--- src/matrix_pkg.sv ---
// Shared geometry, opcodes and index widths for the matrix store
// SLOT_CNT must be a power of two because the slot pointer wraps by overflow
// MAX_DIM bounds both the row count and the column count
// Elements are unsigned bytes and there is no signed arithmetic anywhere
package matrix_pkg;

  // ==============================
  // Storage geometry
  // ==============================
  localparam int MAX_DIM  = 4;
  localparam int SLOT_CNT = 4;

  // Dimension value 1..MAX_DIM
  localparam int DIM_W  = $clog2(MAX_DIM + 1);
  // Row or column index 0..MAX_DIM-1
  localparam int IDX_W  = $clog2(MAX_DIM);
  localparam int SLOT_W = $clog2(SLOT_CNT);
  // Stored count 0..SLOT_CNT
  localparam int CNT_W  = $clog2(SLOT_CNT + 1);

  // ==============================
  // Command opcodes
  // ==============================
  localparam logic [7:0] OP_STORE = 8'h01;
  localparam logic [7:0] OP_READ  = 8'h02;

  // One matrix element, also the serial byte
  typedef logic [7:0] elem_t;

endpackage

--- src/matrix_if.sv ---
// Storage write and read buses between parser, store and sender
// Write commands are single-cycle pulses, wr_new before any element
// Read data is registered and valid one cycle after the address
`timescale 1ns/1ps

// Parser to store
interface mat_wr_if;
  logic                             wr_new;
  logic [matrix_pkg::DIM_W-1:0]     dim_r;
  logic [matrix_pkg::DIM_W-1:0]     dim_c;
  logic                             wr_elem;
  logic [matrix_pkg::IDX_W-1:0]     row;
  logic [matrix_pkg::IDX_W-1:0]     col;
  matrix_pkg::elem_t                data;

  modport master (output wr_new, dim_r, dim_c, wr_elem, row, col, data);
  modport slave  (input  wr_new, dim_r, dim_c, wr_elem, row, col, data);
endinterface

// Sender to store
interface mat_rd_if;
  logic [matrix_pkg::SLOT_W-1:0]    rd_id;
  logic [matrix_pkg::IDX_W-1:0]     row;
  logic [matrix_pkg::IDX_W-1:0]     col;
  matrix_pkg::elem_t                rd_data;
  logic [matrix_pkg::DIM_W-1:0]     rd_dim_r;
  logic [matrix_pkg::DIM_W-1:0]     rd_dim_c;
  // Slot holds a matrix
  logic                             rd_valid;

  modport master (output rd_id, row, col, input rd_data, rd_dim_r, rd_dim_c, rd_valid);
  modport slave  (input rd_id, row, col, output rd_data, rd_dim_r, rd_dim_c, rd_valid);
endinterface

--- src/uart_rx.sv ---
// 8N1 serial receiver, LSB first, no parity
// CLKS_PER_BIT must be at least 4
// A low stop bit drops the byte silently, no error flag
// No back-pressure, rx_data is only meaningful on the rx_valid pulse
`timescale 1ns/1ps

module uart_rx #(
  parameter int CLKS_PER_BIT = 868
) (
  input  logic              clk,
  input  logic              reset,
  input  logic              rxd,
  output matrix_pkg::elem_t rx_data,
  output logic              rx_valid
);

  localparam int TICK_W = $clog2(CLKS_PER_BIT);

  typedef enum logic [1:0] {S_IDLE, S_START, S_DATA, S_STOP} state_t;

  state_t            state;
  logic [1:0]        sync_q;
  logic [TICK_W-1:0] tick;
  logic [2:0]        bit_idx;
  matrix_pkg::elem_t shift_q;
  logic              tick_done;
  logic              tick_half;
  logic              line;

  // Two-flop synchronizer output
  assign line      = sync_q[1];
  assign tick_done = (tick == TICK_W'(CLKS_PER_BIT - 1));
  assign tick_half = (tick == TICK_W'(CLKS_PER_BIT / 2 - 1));

  always_ff @(posedge clk) begin
    if (reset) begin
      sync_q   <= 2'b11;
      state    <= S_IDLE;
      tick     <= '0;
      bit_idx  <= '0;
      rx_valid <= 1'b0;
    end else begin
      sync_q   <= {sync_q[0], rxd};
      rx_valid <= 1'b0;
      case (state)
        S_IDLE: begin
          tick    <= '0;
          bit_idx <= '0;
          // Falling start edge
          if (!line) state <= S_START;
        end
        S_START: begin
          if (tick_half) begin
            tick  <= '0;
            // Glitch shorter than half a bit goes back to idle
            state <= line ? S_IDLE : S_DATA;
          end else begin
            tick <= tick + 1'b1;
          end
        end
        S_DATA: begin
          if (tick_done) begin
            tick    <= '0;
            bit_idx <= bit_idx + 1'b1;
            if (bit_idx == 3'd7) state <= S_STOP;
          end else begin
            tick <= tick + 1'b1;
          end
        end
        default: begin
          // Mid stop bit
          if (tick_done) begin
            state    <= S_IDLE;
            rx_valid <= line;
          end else begin
            tick <= tick + 1'b1;
          end
        end
      endcase
    end
  end

  // Data path, mid-bit sampling, LSB first
  always_ff @(posedge clk) begin
    if (state == S_DATA && tick_done) shift_q <= {line, shift_q[7:1]};
    if (state == S_STOP && tick_done && line) rx_data <= shift_q;
  end

  // Never two bytes on back-to-back cycles
  a_rx_valid_pulse: assert property (@(posedge clk) disable iff (reset)
    rx_valid |=> !rx_valid);

endmodule

--- src/uart_tx.sv ---
// 8N1 serial transmitter with a valid/ready byte input
// One byte in flight, ready is high only while the line is idle
// CLKS_PER_BIT must be at least 2
`timescale 1ns/1ps

module uart_tx #(
  parameter int CLKS_PER_BIT = 868
) (
  input  logic              clk,
  input  logic              reset,
  input  matrix_pkg::elem_t tx_data,
  input  logic              tx_valid,
  output logic              tx_ready,
  output logic              txd
);

  localparam int TICK_W = $clog2(CLKS_PER_BIT);

  logic              busy;
  // Stop, data, start; bit 0 drives the line
  logic [9:0]        frame_q;
  logic [TICK_W-1:0] tick;
  logic [3:0]        bit_idx;

  assign tx_ready = !busy;
  assign txd      = frame_q[0];

  always_ff @(posedge clk) begin
    if (reset) begin
      busy    <= 1'b0;
      frame_q <= '1;
      tick    <= '0;
      bit_idx <= '0;
    end else if (!busy) begin
      tick    <= '0;
      bit_idx <= '0;
      // Accept, start bit on the line next cycle
      if (tx_valid) begin
        busy    <= 1'b1;
        frame_q <= {1'b1, tx_data, 1'b0};
      end
    end else if (tick == TICK_W'(CLKS_PER_BIT - 1)) begin
      tick    <= '0;
      // Shift in ones so the line rests high
      frame_q <= {1'b1, frame_q[9:1]};
      if (bit_idx == 4'd9) begin
        busy <= 1'b0;
      end else begin
        bit_idx <= bit_idx + 1'b1;
      end
    end else begin
      tick <= tick + 1'b1;
    end
  end

  // Idle line is always marking
  a_idle_high: assert property (@(posedge clk) disable iff (reset)
    !busy |-> txd);

endmodule

--- src/matrix_input.sv ---
// Command parser for store and read frames
// Store: opcode, rows, cols, then rows*cols elements in row-major order
// Read: opcode, slot id. Bad opcode, bad dims or bad id pulse err for one cycle
// After an error the next byte is taken as an opcode
// A read is dropped while a request is pending or the sender is busy
`timescale 1ns/1ps

module matrix_input (
  input  logic                          clk,
  input  logic                          reset,
  input  matrix_pkg::elem_t             rx_data,
  input  logic                          rx_valid,
  mat_wr_if.master                      wr,
  output logic [matrix_pkg::SLOT_W-1:0] req_id,
  output logic                          req_valid,
  input  logic                          req_ready,
  output logic                          err,
  input  logic [matrix_pkg::CNT_W-1:0]  matrix_cnt
);

  typedef enum logic [2:0] {S_OP, S_DIM_R, S_DIM_C, S_ELEM, S_ID} state_t;

  state_t                       state;
  matrix_pkg::elem_t            dim_r_q;
  matrix_pkg::elem_t            dim_c_q;
  logic [matrix_pkg::IDX_W-1:0] row_q;
  logic [matrix_pkg::IDX_W-1:0] col_q;
  logic                         last_col;
  logic                         last_row;

  // Legal dimension is 1..MAX_DIM
  function automatic logic dim_ok(matrix_pkg::elem_t d);
    return (d != 8'd0) && (d <= matrix_pkg::elem_t'(matrix_pkg::MAX_DIM));
  endfunction

  assign last_col = (matrix_pkg::elem_t'(col_q) == dim_c_q - 8'd1);
  assign last_row = (matrix_pkg::elem_t'(row_q) == dim_r_q - 8'd1);

  // Dims only matter once validated
  assign wr.dim_r = dim_r_q[matrix_pkg::DIM_W-1:0];
  assign wr.dim_c = dim_c_q[matrix_pkg::DIM_W-1:0];
  assign wr.row   = row_q;
  assign wr.col   = col_q;

  // ==============================
  // Frame FSM
  // ==============================
  always_ff @(posedge clk) begin
    if (reset) begin
      state      <= S_OP;
      wr.wr_new  <= 1'b0;
      wr.wr_elem <= 1'b0;
      req_valid  <= 1'b0;
      err        <= 1'b0;
      row_q      <= '0;
      col_q      <= '0;
    end else begin
      wr.wr_new  <= 1'b0;
      wr.wr_elem <= 1'b0;
      err        <= 1'b0;
      if (req_valid && req_ready) req_valid <= 1'b0;
      // Index steps after the element write has been on the bus
      if (wr.wr_new) begin
        row_q <= '0;
        col_q <= '0;
      end else if (wr.wr_elem) begin
        if (last_col) begin
          col_q <= '0;
          row_q <= row_q + 1'b1;
        end else begin
          col_q <= col_q + 1'b1;
        end
      end
      if (rx_valid) begin
        case (state)
          S_OP: begin
            case (rx_data)
              matrix_pkg::OP_STORE: state <= S_DIM_R;
              matrix_pkg::OP_READ:  state <= S_ID;
              default:              err   <= 1'b1;
            endcase
          end
          S_DIM_R: state <= S_DIM_C;
          S_DIM_C: begin
            // Both dims checked here, a bad frame writes nothing
            if (dim_ok(dim_r_q) && dim_ok(rx_data)) begin
              wr.wr_new <= 1'b1;
              state     <= S_ELEM;
            end else begin
              err   <= 1'b1;
              state <= S_OP;
            end
          end
          S_ELEM: begin
            wr.wr_elem <= 1'b1;
            if (last_col && last_row) state <= S_OP;
          end
          default: begin
            state <= S_OP;
            // Empty slot, or sender still occupied
            if (rx_data >= matrix_pkg::elem_t'(matrix_cnt) || req_valid || !req_ready) begin
              err <= 1'b1;
            end else begin
              req_valid <= 1'b1;
            end
          end
        endcase
      end
    end
  end

  // Byte captures
  always_ff @(posedge clk) begin
    if (rx_valid && state == S_DIM_R) dim_r_q <= rx_data;
    if (rx_valid && state == S_DIM_C) dim_c_q <= rx_data;
    if (rx_valid && state == S_ELEM) wr.data <= rx_data;
    // Held while a request waits
    if (rx_valid && state == S_ID && !req_valid) req_id <= rx_data[matrix_pkg::SLOT_W-1:0];
  end

  a_wr_exclusive: assert property (@(posedge clk) disable iff (reset)
    !(wr.wr_new && wr.wr_elem));

endmodule

--- src/matrix_store.sv ---
// Slot-organized matrix memory with round-robin allocation
// The fifth store overwrites slot 0, matrix_cnt saturates at SLOT_CNT
// Read port is registered, one cycle from address to data
// Element contents are undefined until written
`timescale 1ns/1ps

module matrix_store (
  input  logic                         clk,
  input  logic                         reset,
  mat_wr_if.slave                      wr,
  mat_rd_if.slave                      rd,
  output logic [matrix_pkg::CNT_W-1:0] matrix_cnt
);

  localparam int DW = matrix_pkg::DIM_W;
  localparam int CW = matrix_pkg::CNT_W;

  matrix_pkg::elem_t mem [matrix_pkg::SLOT_CNT][matrix_pkg::MAX_DIM][matrix_pkg::MAX_DIM];
  logic [DW-1:0]     dim_r_mem [matrix_pkg::SLOT_CNT];
  logic [DW-1:0]     dim_c_mem [matrix_pkg::SLOT_CNT];
  // One bit per slot that holds a matrix
  logic [matrix_pkg::SLOT_CNT-1:0] used_q;
  logic [matrix_pkg::SLOT_W-1:0]   wr_ptr;
  // Slot that element writes go to
  logic [matrix_pkg::SLOT_W-1:0]   cur_slot;

  // Allocation and count
  always_ff @(posedge clk) begin
    if (reset) begin
      wr_ptr      <= '0;
      cur_slot    <= '0;
      used_q      <= '0;
      matrix_cnt  <= '0;
      rd.rd_valid <= 1'b0;
    end else begin
      if (wr.wr_new) begin
        cur_slot       <= wr_ptr;
        // Wraps by overflow
        wr_ptr         <= wr_ptr + 1'b1;
        used_q[wr_ptr] <= 1'b1;
        if (matrix_cnt != CW'(matrix_pkg::SLOT_CNT)) matrix_cnt <= matrix_cnt + 1'b1;
      end
      rd.rd_valid <= used_q[rd.rd_id];
    end
  end

  // Array writes and registered read
  always_ff @(posedge clk) begin
    if (wr.wr_new) begin
      dim_r_mem[wr_ptr] <= wr.dim_r;
      dim_c_mem[wr_ptr] <= wr.dim_c;
    end
    if (wr.wr_elem) mem[cur_slot][wr.row][wr.col] <= wr.data;
    rd.rd_data  <= mem[rd.rd_id][rd.row][rd.col];
    rd.rd_dim_r <= dim_r_mem[rd.rd_id];
    rd.rd_dim_c <= dim_c_mem[rd.rd_id];
  end

  // Parser index must stay inside the dims latched on wr_new
  a_wr_in_bounds: assert property (@(posedge clk) disable iff (reset)
    wr.wr_elem |-> (DW'(wr.row) < dim_r_mem[cur_slot]) && (DW'(wr.col) < dim_c_mem[cur_slot]));

endmodule

--- src/matrix_sender.sv ---
// Streams one stored matrix to the transmitter
// Reply is row count, column count, then elements in row-major order
// One request at a time, req_ready is high only while idle
// Each element waits one cycle of read latency before tx_valid
`timescale 1ns/1ps

module matrix_sender (
  input  logic                          clk,
  input  logic                          reset,
  input  logic [matrix_pkg::SLOT_W-1:0] req_id,
  input  logic                          req_valid,
  output logic                          req_ready,
  mat_rd_if.master                      rd,
  output matrix_pkg::elem_t             tx_data,
  output logic                          tx_valid,
  input  logic                          tx_ready
);

  localparam int DW = matrix_pkg::DIM_W;

  typedef enum logic [2:0] {S_IDLE, S_START, S_DIM_R, S_DIM_C, S_WAIT, S_ELEM} state_t;

  state_t                        state;
  logic [matrix_pkg::SLOT_W-1:0] id_q;
  logic [matrix_pkg::IDX_W-1:0]  row_q;
  logic [matrix_pkg::IDX_W-1:0]  col_q;
  logic                          tx_fire;
  logic                          last_col;
  logic                          last_row;

  assign req_ready = (state == S_IDLE);
  assign rd.rd_id  = id_q;
  assign rd.row    = row_q;
  assign rd.col    = col_q;

  // Dims stay valid for the whole walk since rd_id is held
  assign last_col = (DW'(col_q) == rd.rd_dim_c - 1'b1);
  assign last_row = (DW'(row_q) == rd.rd_dim_r - 1'b1);

  // ==============================
  // Byte source
  // ==============================
  assign tx_valid = (state == S_DIM_R && rd.rd_valid) || state == S_DIM_C || state == S_ELEM;
  assign tx_fire  = tx_valid && tx_ready;

  always_comb begin
    case (state)
      S_DIM_R: tx_data = matrix_pkg::elem_t'(rd.rd_dim_r);
      S_DIM_C: tx_data = matrix_pkg::elem_t'(rd.rd_dim_c);
      default: tx_data = rd.rd_data;
    endcase
  end

  // ==============================
  // Walk FSM
  // ==============================
  always_ff @(posedge clk) begin
    if (reset) begin
      state <= S_IDLE;
      id_q  <= '0;
      row_q <= '0;
      col_q <= '0;
    end else begin
      case (state)
        S_IDLE: begin
          if (req_valid) begin
            id_q  <= req_id;
            row_q <= '0;
            col_q <= '0;
            state <= S_START;
          end
        end
        // Read latency for the new slot
        S_START: state <= S_DIM_R;
        S_DIM_R: begin
          // Empty slot, nothing to send
          if (!rd.rd_valid) state <= S_IDLE;
          else if (tx_fire) state <= S_DIM_C;
        end
        // Element 0,0 already addressed
        S_DIM_C: if (tx_fire) state <= S_ELEM;
        S_WAIT:  state <= S_ELEM;
        S_ELEM: begin
          if (tx_fire) begin
            if (last_col) begin
              col_q <= '0;
              row_q <= row_q + 1'b1;
              state <= last_row ? S_IDLE : S_WAIT;
            end else begin
              col_q <= col_q + 1'b1;
              state <= S_WAIT;
            end
          end
        end
        default: state <= S_IDLE;
      endcase
    end
  end

  // Stalled byte holds until the transmitter takes it
  a_tx_hold: assert property (@(posedge clk) disable iff (reset)
    tx_valid && !tx_ready |=> tx_valid && $stable(tx_data));

endmodule

--- src/matrix_core.sv ---
// Logical top of the UART matrix store
// CLKS_PER_BIT sets the baud rate for both serial directions
// err is a one-cycle pulse per rejected command
`timescale 1ns/1ps

module matrix_core #(
  parameter int CLKS_PER_BIT = 868
) (
  input  logic                         clk,
  input  logic                         reset,
  input  logic                         uart_rx,
  output logic                         uart_tx,
  output logic                         err,
  output logic [matrix_pkg::CNT_W-1:0] matrix_cnt
);

  // ==============================
  // Internal nets
  // ==============================
  matrix_pkg::elem_t             rx_data;
  logic                          rx_valid;
  matrix_pkg::elem_t             tx_data;
  logic                          tx_valid;
  logic                          tx_ready;
  logic [matrix_pkg::SLOT_W-1:0] req_id;
  logic                          req_valid;
  logic                          req_ready;

  // Storage buses
  mat_wr_if wr_bus ();
  mat_rd_if rd_bus ();

  // ==============================
  // Serial line
  // ==============================
  uart_rx #(.CLKS_PER_BIT(CLKS_PER_BIT)) u_uart_rx (
    .clk(clk), .reset(reset),
    .rxd(uart_rx),
    .rx_data(rx_data), .rx_valid(rx_valid)
  );

  uart_tx #(.CLKS_PER_BIT(CLKS_PER_BIT)) u_uart_tx (
    .clk(clk), .reset(reset),
    .tx_data(tx_data), .tx_valid(tx_valid), .tx_ready(tx_ready),
    .txd(uart_tx)
  );

  // ==============================
  // Parser, storage, reply
  // ==============================
  matrix_input u_input (
    .clk(clk), .reset(reset),
    .rx_data(rx_data), .rx_valid(rx_valid),
    .wr(wr_bus.master),
    .req_id(req_id), .req_valid(req_valid), .req_ready(req_ready),
    .err(err), .matrix_cnt(matrix_cnt)
  );

  matrix_store u_store (
    .clk(clk), .reset(reset),
    .wr(wr_bus.slave), .rd(rd_bus.slave),
    .matrix_cnt(matrix_cnt)
  );

  matrix_sender u_sender (
    .clk(clk), .reset(reset),
    .req_id(req_id), .req_valid(req_valid), .req_ready(req_ready),
    .rd(rd_bus.master),
    .tx_data(tx_data), .tx_valid(tx_valid), .tx_ready(tx_ready)
  );

endmodule

--- config.mk ---
export PLATFORM = sky130hd
export DESIGN_NAME = matrix_core
export DESIGN_NICKNAME = d
export VERILOG_FILES = /design/src/matrix_pkg.sv /design/src/matrix_if.sv /design/src/uart_rx.sv /design/src/uart_tx.sv /design/src/matrix_input.sv /design/src/matrix_store.sv /design/src/matrix_sender.sv /design/src/matrix_core.sv
export SDC_FILE = /design/constraint.sdc
export NUM_CORES = 1
export LEC_CHECK = 0
export BUFFER_PORTS_ARGS = -buffer_cell sky130_fd_sc_hd__buf_2
export CAP_MARGIN = 20
export CORE_MARGIN = 2
export CORE_UTILIZATION = 50
export CTS_BUF_LIST = sky130_fd_sc_hd__clkbuf_4
export DETAILED_ROUTE_END_ITERATION = 8
export HOLD_SLACK_MARGIN = 0.02
export MAX_ROUTING_LAYER = met4
export PLACE_DENSITY = 0.62
export RECOVER_POWER = 100
export SLEW_MARGIN = 30
export SYNTH_ARGS = -nofsm -noshare
export SYNTH_HDL_FRONTEND = slang
export SYNTH_SLANG_ARGS = --single-unit
--- constraint.sdc ---
create_clock -name clk -period 6.99 [get_ports clk]
set_input_delay 1.398 -clock clk [delete_from_list [all_inputs] [get_ports clk]]
set_output_delay 1.398 -clock clk [all_outputs]
set_load 0.02 [all_outputs]
==> results of run 1 <==
state kept, by name, summed over array words and instances (netlist names), 4 cells and up, named ones only:
signal and cells:
u_store.used_q 4, u_input.dim_r_q 8, u_store.mem 512, u_store.rd.rd_data 8, u_uart_rx.tick 10, u_input.dim_c_q 8
u_uart_rx.rx_data 8, u_input.wr.data 8, u_uart_tx.tick 10, u_uart_rx.shift_q 8, u_uart_tx.bit_idx 4, u_store.dim_c_mem 12
u_store.dim_r_mem 12, u_uart_tx.frame_q 9
layout make-up:
type	instances	area (µm²)
inverter	29	109
timing repair buffer	26	170
sequential	668	19200
fill	4000	22500
clock inverter	41	214
multi-input combinational	726	6640
tap	680	851
clock buffer	259	1940
antenna	1	2.50
worst max-delay path, stage by stage (launching register included):
cell and delay [ns]:
dfxtp_1 1.96, buf_4 0.65, mux4_2 0.60, o22ai_1 0.65, nor4_1 0.14, mux2_1 0.31
cells in the mapped netlist (10+ instances only):
cell / number / area share
ha_1: 29 / 0.014
nand2b_1: 14 / 0.0033
mux2i_1: 18 / 0.0069
mux4_2: 132 / 0.11
edfxtp_1: 578 / 0.66
clkbuf_1: 40 / 0.0057
nand3_1: 40 / 0.0076
a22oi_1: 26 / 0.0074
xor2_1: 13 / 0.0043
nand2_1: 49 / 0.0070
nor3_1: 15 / 0.0029
nor2_1: 147 / 0.021
nor4_1: 12 / 0.0029
buf_1: 11 / 0.0016
and2_1: 15 / 0.0036
nor2b_1: 12 / 0.0029
xnor2_1: 19 / 0.0063
o21ai_1: 13 / 0.0025
a21oi_1: 37 / 0.0071
o22ai_1: 25 / 0.0060
mux2_2: 10 / 0.0043
inv_1: 27 / 0.0039
dfxtp_1: 90 / 0.069
per-layer routing:
metal | track usage | vias to the layer above | share of wire
met5 | - | - | 0
met4 | 0.0800 | 0 | 0.021
met3 | 0.0580 | 86 | 0.069
met2 | 0.345 | 514 | 0.48
met1 | 0.311 | 7238 | 0.43
li1 | - | 6283 | -
metrics by stage:
stage / cells / utilization
after floorplan: 1492 / -
after global placement: 2128 / 0.522
after detailed placement: 2129 / 0.523
after CTS: 2429 / 0.564
after global routing: 2430 / 0.564
final: 2430 / 0.564
final timing paths:
kind,start,slack [ns],endpoint
min reg2reg,u_uart_rx.sync_q[0]$_SDFF_PP1_,0.41,u_uart_rx.sync_q[1]$_SDFF_PP1_
min,u_uart_rx.sync_q[0]$_SDFF_PP1_,0.41,u_uart_rx.sync_q[1]$_SDFF_PP1_
max,flop,2.54,u_store.rd.rd_data[6]$_DFF_P_
max reg2reg,flop,2.54,u_store.rd.rd_data[6]$_DFF_P_
cell families after synthesis:
| kind of cell | after synthesis |
|---|---|
| flip-flops | 668 |
| AND/OR/NAND/NOR | 354 |
| multiplexers | 161 |
| AO/OA/AOI/OAI | 150 |
| buffers and inverters | 98 |
| XOR/XNOR | 32 |
| adder cells (fa/ha/maj) | 29 |
power by group:
| group | switching, W | leakage (nW) | internal, W |
|---|---|---|---|
| clock network | 0.00152 | 1.31 | 0.00175 |
| registers | 0.00000251 | 5.92 | 0.00427 |
| logic | 0.00000823 | 2.06 | 0.00000290 |
| total | 0.00153 | 9.30 | 0.00602 |
==> run summary, run 1 <==
Die Area: 54300 µm²
Seq cells post-synth: 668
Total Wirelength: 58.7 mm
Setup Crit Path Kind: flop to flop
Pins Over Slew Limit: 582
H-tree depth: 4
Fin crit period: 4.45 ns
DRT iter0 DRCs: 1500
Cells after synthesis: 1492
Die span in y: 233 µm
Largest family of logic cells by synthesized area: multiplexers
Worst R2R Path Depth: 5
Setup TNS Final: 0 ns
Placed wire-length estimate: 35.4 mm
Max Cap Violations: 10
Synthesized area: 26200 µm²
CTS Hold Bufs: 0
Worst Setup Slack, final: 2.54 ns
Fraction of layout cells with a size suffix above 1: 0.253
Critical Path Sink Type: flop
Sink Count: 668
Slew headroom: -1.06
CTS tree: done
Syn_area_per_cell: 17.6 µm²
Slew @ Worst Pin: 3.10 ns
Post-CTS setup buffers: 0
Startpoint Class: flop
Most frequent cells in the layout: edfxtp_1 (578), clkbuf_4 (259), nor2_1 (145), mux4_2 (132), dfxtp_1 (89)
Hold Path Class: flop to flop
Final Hold Viols: 0
Post-synthesis mux area share: 0.125
Number of global-route vias before repair: 14200
Clock root cell: clkbuf_4
Number of port buffers: 7
Clock transition at path regs: 0.06 ns
P&R area growth vs syn: 11.0%
GPL Wtd Cong: 0.826
Largest net degree at the start of global routing: 115
DP Worst Slack: 3.71 ns
Fin Clk Skew: 0.0446 ns
Dpl cell area: 27000 µm²
Adder-cell share of the synthesized area: 0.0138
Residual DRC: 0
Most common cell after layout, fill and taps aside: edfxtp_1
Hold Path Depth: 1
First-pass GRT wire length: 87.9 mm
Pwr Total: 0.00756 W
Clock tree buffer depth: 3
Core area: 51600 µm²
Post-synth net total: 1524
Ys async rst share: 0
Crit share post-route: 0.637
Critical-path maximum fanout: 36
Unrepaired setup endpoints after global routing: false
I/O pin total: 8
First-pass DRT Iterations: 6
Total Routing Usage GR: 0.231
Post-Synth XOR/XNOR Area: 0.0107
Nets@finish: 1652
Clock buffer count from CTS: 169
Pwr/cell area: 260 nW/µm²
# rows: 83
Via count: 14100
Initial antenna violation count: 1
Die Wd: 233 µm
Post-synth top flop: edfxtp_1
Hold slack: 0.412 ns
Synth Warn #: 0
Setup violators final: 0
Number of distinct library cells after synthesis: 67
EDFF count, synth: 578
Final ANT Viol Nets: 0
Sequential share of the synthesized area: 0.731
Final instance area: 29100 µm²
Initial core utilization: 0.508
Leakage: 9.30 nW
Post-synthesis simple-gate area fraction: 0.0653
Worst EP required: 7.85 ns
Crit path DAT: 5.32 ns
Status: finished, violations left
CTS resizes: 0
Clock latency on the worst-skew pair: 1.00 ns
Peak supply drop: 0.117 mV
FMAX: 0.225 GHz
Gr ovfl total: 0
Failing checks: capacitance limit, slew limit
Post-synthesis compound-gate area fraction: 0.0381
Routed vias/inst: 5.81
Routed wire per std cell: 24.2 µm
(Power assumes the default switching activity.)
==> run 2, diff against run 1 <==
==> constraint.sdc (replaced) <==
create_clock -name clk -period 4.5 [get_ports clk]
set_input_delay 0.9 -clock clk [delete_from_list [all_inputs] [get_ports clk]]
set_output_delay 0.9 -clock clk [all_outputs]
set_load 0.02 [all_outputs]
==> run 2 against run 1 <==
The run still ends with capacitance limit, slew limit left. Sequential power rose by 55%. Utilization increased by 0.15 points. Highest routed layer unchanged. Power is 56% higher. Final area is 0.27% higher. Global-route usage up 0.094 points. Sequential cell count is the same.
==> run summary, run 2 (synthesized netlist as in run 1, its figures left out) <==
Status: finished, violations left
Failing checks: capacitance limit, slew limit
Unrepaired setup endpoints after global routing: false
Die span in y: 233 µm (unchanged)
DP Worst Slack: 1.32 ns (-2.40 ns)
Post-CTS setup buffers: 0 (unchanged)
Most frequent cells in the layout: edfxtp_1 (578), clkbuf_4 (258), nor2_1 (147), mux4_2 (132), dfxtp_1 (88)
Comb pwr share: 0.002 (about the same)
Placed wire-length estimate: 35.6 mm (+0.44%)
Worst Setup Slack, final: 0.913 ns (-1.62 ns)
First-pass GRT wire length: 88.1 mm (+0.16%)
Max Cap Violations: 9 (-1)
Most flop-heavy register: u_store.mem
Worst R2R Path Depth: 5 (unchanged)
Startpoint Class: flop
Clock buffer count from CTS: 170 (+0.59%)
Reg power frac: 0.563 (-0.002)
Total Routing Usage GR: 0.232 (+0.000939)
CTS Hold Bufs: 1 (+1)
Clock latency on the worst-skew pair: 0.97 ns (-0.03 ns)
GPL Wtd Cong: 0.840 (+1.7%)
Gr ovfl total: 0 (unchanged)
Fraction of layout cells with a size suffix above 1: 0.247 (-0.00641)
Net load switching power: 0.00240 W (+57%)
Regs by FF count: u_store.mem x512, u_store.dim_c_mem x12, u_store.dim_r_mem x12
Routed vias/inst: 5.79 (-0.29%)
Final Hold Viols: 0 (unchanged)
CP peak stage delay: 0.87 ns (-1.09 ns)
Core area: 51600 µm² (unchanged)
Total Wirelength: 58.6 mm (-0.19%)
Leakage: 9.30 nW (about the same)
Stages on worst setup path: 5 (unchanged)
Clock root cell: clkbuf_4
Pwr/cell area: 403 nW/µm² (+55%)
Bufs and invs on worst path: 1 (unchanged)
Die Area: 54300 µm² (unchanged)
Peak supply drop: 0.218 mV (+85%)
FMAX: 0.279 GHz (+24%)
Final ANT Viol Nets: 0 (unchanged)
Top delay family on crit path: simple AND/OR/NAND/NOR gates
Critical path cell sequence: inv_1 -> or3_1 -> o22ai_1 -> nor4_1 -> mux2_2
Sink Count: 668 (unchanged)
Slew headroom: -1.04 (+0.0270)
Initial antenna violation count: 2 (+1)
H-tree depth: 4 (unchanged)
Fin Clk Skew: 0.0433 ns (-0.00127 ns)
Number of global-route vias before repair: 14300 (+0.50%)
Footprint of the multi-input gates: 6640 µm² (about the same)
CTS resizes: 0 (unchanged)
Setup Crit Path Kind: flop to flop
Fin crit period: 3.59 ns (-0.867 ns)
Slew @ Worst Pin: 3.06 ns (-0.0406 ns)
Dpl cell area: 27000 µm² (about the same)
Largest net degree at the start of global routing: 65 (-43%)
Register area: 19200 µm² (about the same)
I/O pin total: 8 (unchanged)
Clock transition at path regs: 0.07 ns (about the same)
# rows: 83 (unchanged)
Die Wd: 233 µm (unchanged)
P&R area growth vs syn: 11.3%
Final instance area: 29200 µm² (+0.27%)
FF-to-FF Start: u_sender.rd.row[0]$_SDFFE_PP0P_
Switching Share: 0.204 (+0.00113)
Clk pwr share: 0.435 (about the same)
Worst R2R Setup Slack: 0.91 ns (-1.62 ns)
Critical Path Start: u_sender.rd.row[0]$_SDFFE_PP0P_
Slowest-stage cell, CP: dfxtp_1
DRT iter0 DRCs: 1388 (-7.5%)
Number of port buffers: 7 (unchanged)
Critical Path Sink Type: flop
First-pass DRT Iterations: 5 (-1)
Largest register FFs: 512 (unchanged)
Int Pwr: 0.00936 W (+55%)
Critical-path maximum fanout: 19 (-47%)
Initial core utilization: 0.508 (unchanged)
RR Endpoint: u_store.rd.rd_data[1]$_DFF_P_
Crit share post-route: 0.797 (+0.160)
CTS tree: done
Hold Path Origin: u_uart_rx.sync_q[0]$_SDFF_PP1_
Hold Path Class: flop to flop
Fillcell total: 3993 (-0.18%)
Nets@finish: 1653 (+0.061%)
Crit path DAT: 4.45 ns (-0.87 ns)
Pins Over Slew Limit: 562 (-3.4%)
Worst EP required: 5.36 ns (-2.49 ns)
Routed wire per std cell: 24.0 µm (-0.80%)
Residual DRC: 0 (unchanged)
Most common cell after layout, fill and taps aside: edfxtp_1
Setup violators final: 0 (unchanged)
Worst Setup EP: u_store.rd.rd_data[1]$_DFF_P_
Setup TNS Final: 0 ns (unchanged)
Clock tree buffer depth: 3 (unchanged)
Via count: 14200 (+0.33%)
==> run 2: metal layers <==
layer / vias to the layer above / routed length [µm] / GRT usage
li1: 6314 / - / -
met1: 7251 / 25400 / 0.315
met2: 530 / 28000 / 0.344
met3: 72 / 4170 / 0.0600
met4: 0 / 1010 / 0.0766
met5: - / 0 / -
==> run 2: worst min-delay path by stage <==
stage / to / cells after the start / slack [ns]
floorplan: u_uart_rx.sync_q[1]$_SDFF_PP1_ / 1 / 0.39
global placement: u_uart_rx.sync_q[1]$_SDFF_PP1_ / 1 / 0.40
detailed placement: u_uart_rx.sync_q[1]$_SDFF_PP1_ / 1 / 0.40
CTS: u_sender.rd.col[0]$_SDFFE_PP0P_ / 3 / 0.36
global route: u_uart_rx.rx_data[0]$_DFFE_PP_ / 0 / 0.44
finish: u_uart_rx.sync_q[1]$_SDFF_PP1_ / 1 / 0.41
==> run 2: power groups by stage <==
stage	logic, W	clock network, W	registers, W
after floorplan	0.0000135	0	0.00676
after global placement	0.0000175	0	0.00676
after detailed placement	0.0000177	0	0.00676
after CTS	0.0000184	0.00525	0.00663
after global routing	0.0000199	0.00560	0.00662
final	0.0000177	0.00512	0.00663
==> run 2: per-stage QoR <==
stage,util,hold WS [ns],power [W],instances
2_1_floorplan,-,0.389,0.00678,1492
3_3_place_gp,0.522,0.404,0.00678,2127
3_5_place_dp,0.522,0.403,0.00678,2127
4_1_cts,0.565,0.364,0.0119,2441
5_1_grt,0.565,0.436,0.0122,2445
6_report,0.565,0.414,0.0118,2445
==> run 2: cell type report <==
type | instances | share of cell area
flip-flops and latches | 668 | 0.657
clock inverters | 55 | 0.00918
repair buffers | 26 | 0.00678
diodes | 3 | 0.000257
well taps | 680 | 0.0292
clock buffers | 258 | 0.0664
inverters | 29 | 0.00373
multi-input cells | 726 | 0.227
==> run 3, diff against run 2 <==
--- a/config.mk
+++ b/config.mk
@@ -5,6 +5,7 @@
 export SDC_FILE = /design/constraint.sdc
 export NUM_CORES = 1
 export LEC_CHECK = 0
+export ABC_AREA = 1
 export BUFFER_PORTS_ARGS = -buffer_cell sky130_fd_sc_hd__buf_2
 export CAP_MARGIN = 20
 export CORE_MARGIN = 2
==> constraint.sdc (replaced) <==
create_clock -name clk -period 3.6 [get_ports clk]
set_input_delay 0.72 -clock clk [delete_from_list [all_inputs] [get_ports clk]]
set_output_delay 0.72 -clock clk [all_outputs]
set_load 0.02 [all_outputs]
==> run 3 against run 2 <==
The run still ends with capacitance limit, slew limit left. Non-clock buffer count grew 49. Sequential share of layout area shrank 3.3 points. Worst hold slack lost 0.17 ns. Utilization shrank 0.56 points. Register-to-register slack lost 0.18 ns. Area after synthesis grew 5.6%. Final area grew 5.3%. Sequential cell count is the same. Setup slack lost 0.18 ns. Critical path type unchanged. Die area grew 5.5%. Via count grew 34%. Power grew 31%.
==> run summary, run 3 <==
Largest register FFs: 512 (unchanged)
Clock tree buffer depth: 3 (unchanged)
Nets@finish: 2750 (+66%)
Setup violators final: 0 (unchanged)
Peak supply drop: 0.285 mV (+31%)
Fin Clk Skew: 0.0466 ns (+0.00323 ns)
Most frequent cells in the layout: nor2_1 (590), edfxtp_1 (578), nand2_1 (427), clkbuf_4 (263), o21ai_0 (250)
Fraction of layout cells with a size suffix above 1: 0.112 (-0.135)
Number of global-route vias before repair: 18800 (+32%)
Number of port buffers: 7 (unchanged)
Crit share post-route: 0.797 (about the same)
Unrepaired setup endpoints after global routing: false
Pwr/cell area: 502 nW/µm² (+25%)
Top cells by area, synth: edfxtp_1 (63%), nor2_1 (8.0%), dfxtp_1 (6.5%), nand2_1 (5.8%), o21ai_0 (4.5%)
Largest net degree at the start of global routing: 161 (+150%)
Die span in y: 239 µm (+2.7%)
EDFF count, synth: 578 (unchanged)
Total Routing Usage GR: 0.252 (+0.0205)
Residual DRC: 0 (unchanged)
Clock buffer count from CTS: 174 (+2.4%)
Fillcell total: 4751 (+19%)
Synthesized area: 27700 µm² (+5.6%)
GPL Wtd Cong: 0.859 (+2.3%)
Startpoint Class: flop
Slew @ Worst Pin: 1.70 ns (-1.36 ns)
Hold Path Depth: 3 (+2)
Initial core utilization: 0.505 (-0.00335)
Via count: 19000 (+34%)
Seq cells post-synth: 668 (unchanged)
Worst R2R Setup Slack: 0.73 ns (-0.18 ns)
P&R area growth vs syn: 10.9%
Commonest cells in the netlist: nor2_1 (591), edfxtp_1 (578), nand2_1 (426), o21ai_0 (249), inv_1 (159)
Leakage: 11.4 nW (+23%)
Sink of the worst hold path: u_store.wr_ptr[0]$_SDFFE_PP0P_
Count leader, synth: nor2_1
Number of distinct library cells after synthesis: 38 (-43%)
Post-synth net total: 2621 (+72%)
Clock root cell: clkbuf_4
Core area: 54900 µm² (+6.3%)
Crit path DAT: 3.80 ns (-0.65 ns)
Sequential share of the synthesized area: 0.692 (-0.0389)
Worst EP required: 4.53 ns (-0.83 ns)
Failing checks: capacitance limit, slew limit
Syn_area_per_cell: 10.7 µm² (-39%)
Post-synth top flop: edfxtp_1
Synth Warn #: 0 (unchanged)
Status: finished, violations left
Final ANT Viol Nets: 0 (unchanged)
Total Wirelength: 68.4 mm (+17%)
Worst R2R Path Depth: 11 (+6)
Pins Over Slew Limit: 390 (-31%)
Most flop-heavy register: u_store.mem
Post-synth top area share: 0.627 (-0.0352)
First-pass GRT wire length: 105 mm (+20%)
Setup TNS Final: 0 ns (unchanged)
Pwr Total: 0.0154 W (+31%)
Fin crit period: 2.87 ns (-0.716 ns)
Regs by FF count: u_store.mem x512, u_store.dim_c_mem x12, u_store.dim_r_mem x12
Placed wire-length estimate: 39.9 mm (+12%)
Synth area leader: edfxtp_1
First-pass DRT Iterations: 6 (+1)
Most common cell after layout, fill and taps aside: nor2_1
I/O pin total: 8 (unchanged)
Critical Path Sink Type: flop
Sink Count: 668 (unchanged)
Hold Path Class: primary input to flop
Clock latency on the worst-skew pair: 0.99 ns (+0.02 ns)
H-tree depth: 4 (unchanged)
Ys async rst share: 0 (unchanged)
Initial antenna violation count: 1 (-1)
DRT iter0 DRCs: 1804 (+30%)
Clock transition at path regs: 0.07 ns (about the same)
Final Hold Viols: 0 (unchanged)
Gr ovfl total: 0 (unchanged)
FMAX: 0.348 GHz (+25%)
RR Endpoint: u_store.rd.rd_data[7]$_DFF_P_
Die Wd: 239 µm (+2.7%)
Critical-path maximum fanout: 37 (+18)
Hold Path Origin: reset
CTS tree: done
Routed vias/inst: 5.36 (-7.5%)
FF-to-FF Start: u_sender.rd.row[0]$_SDFFE_PP0P_
Cells after synthesis: 2589 (+74%)
Routed wire per std cell: 19.2 µm (-20%)
Die Area: 57300 µm² (+5.5%)
Slew headroom: -0.133 (+0.904)
Max Cap Violations: 6 (-3)
# rows: 86 (+3.6%)
Setup Crit Path Kind: flop to flop
run 3: changes by cell type after synthesis, sizes merged, moves of 26 or more:
cell	delta
a22oi	-26
buf	+37
inv	+134
mux4	-132
nand2	+378
nand3	+115
nor2	+444
o21ai	+274
run 3: final cells by class:
class | instances | area [µm²] | area share
diodes | 1 | 2.50 | 0.0000815
multi-input cells | 1634 | 7290 | 0.238
flip-flops and latches | 668 | 19200 | 0.624
well taps | 704 | 881 | 0.0287
inverters | 165 | 624 | 0.0203
repair buffers | 75 | 480 | 0.0156
clock inverters | 43 | 283 | 0.00921
clock buffers | 263 | 1970 | 0.0643
run 3: routing by layer:
metal  part of all wire  GRT usage
met1               0.44      0.331
met2               0.47      0.389
met3              0.074     0.0542
met4              0.024     0.0943
met5                  0          -
run 3: cell families after synthesis:
group / after synthesis / share of synthesized area
and+or+nand+nor: 1210 / 0.174
DFF: 668 / 0.692
AOI/OAI and AO/OA: 382 / 0.0721
buffers and inverters: 287 / 0.0446
adders and majority gates: 29 / 0.0131
xor gates and xnor gates: 13 / 0.00411
run 3: power by group:
group,internal [W],total [W],switching [W]
Sequential,0.00834,0.00839,0.0000561
Clock,0.00360,0.00664,0.00304
Combinational,0.000118,0.000391,0.000273
run 3: per-stage QoR:
stage          hold slack [ns]  setup WS (ns)  cell area (µm²)  instances  utilization
2_1_floorplan            0.389           1.80            27700       2589            -
3_3_place_gp             0.403           1.21            28600       3244        0.521
3_5_place_dp             0.395           1.10            28600       3244        0.521
4_1_cts                  0.134           1.10            30900       3551        0.562
5_1_grt                  0.189          0.632            30700       3553        0.560
6_report                 0.242          0.729            30700       3553        0.560
run 3: critical path: stages, from the launching register on:
cell and delay (ns):
dfxtp_1 0.31, clkbuf_2 0.55, nor2_1 0.78, buf_4 0.46, nand2_1 0.09, nand2_1 0.15, inv_1 0.07, nand2_1 0.06
nand2_1 0.05, nand2_1 0.09, clkinv_1 0.10, nand2_1 0.07
run 3: what timing repair did:
item,CTS,global route
hold buffers,1,0
endpoints found under the hold margin,1,0
gates resized for setup,0,0
buffers inserted,0,0
run 3: how the worst max path moves through the flow:
| stage | start | endpoint | slack (ns) | cells past startpoint |
|---|---|---|---|---|
| finish | u_sender.rd.row[0]$_SDFFE_PP0P_ | u_store.rd.rd_data[7]$_DFF_P_ | 0.73 | 11 |
| global route | u_sender.rd.row[0]$_SDFFE_PP0P_ | u_store.rd.rd_data[7]$_DFF_P_ | 0.63 | 11 |
| CTS | u_input.wr.wr_elem$_SDFF_PP0_ | u_store.mem[3][109]$_DFFE_PP_ | 1.10 | 2 |
| detailed placement | u_input.wr.wr_elem$_SDFF_PP0_ | u_store.mem[1][111]$_DFFE_PP_ | 1.10 | 2 |
| global placement | u_input.wr.wr_elem$_SDFF_PP0_ | u_store.mem[1][106]$_DFFE_PP_ | 1.21 | 2 |
| floorplan | u_uart_rx.tick[0]$_SDFFE_PP0P_ | u_uart_rx.rx_data[0]$_DFFE_PP_ | 1.80 | 6 |
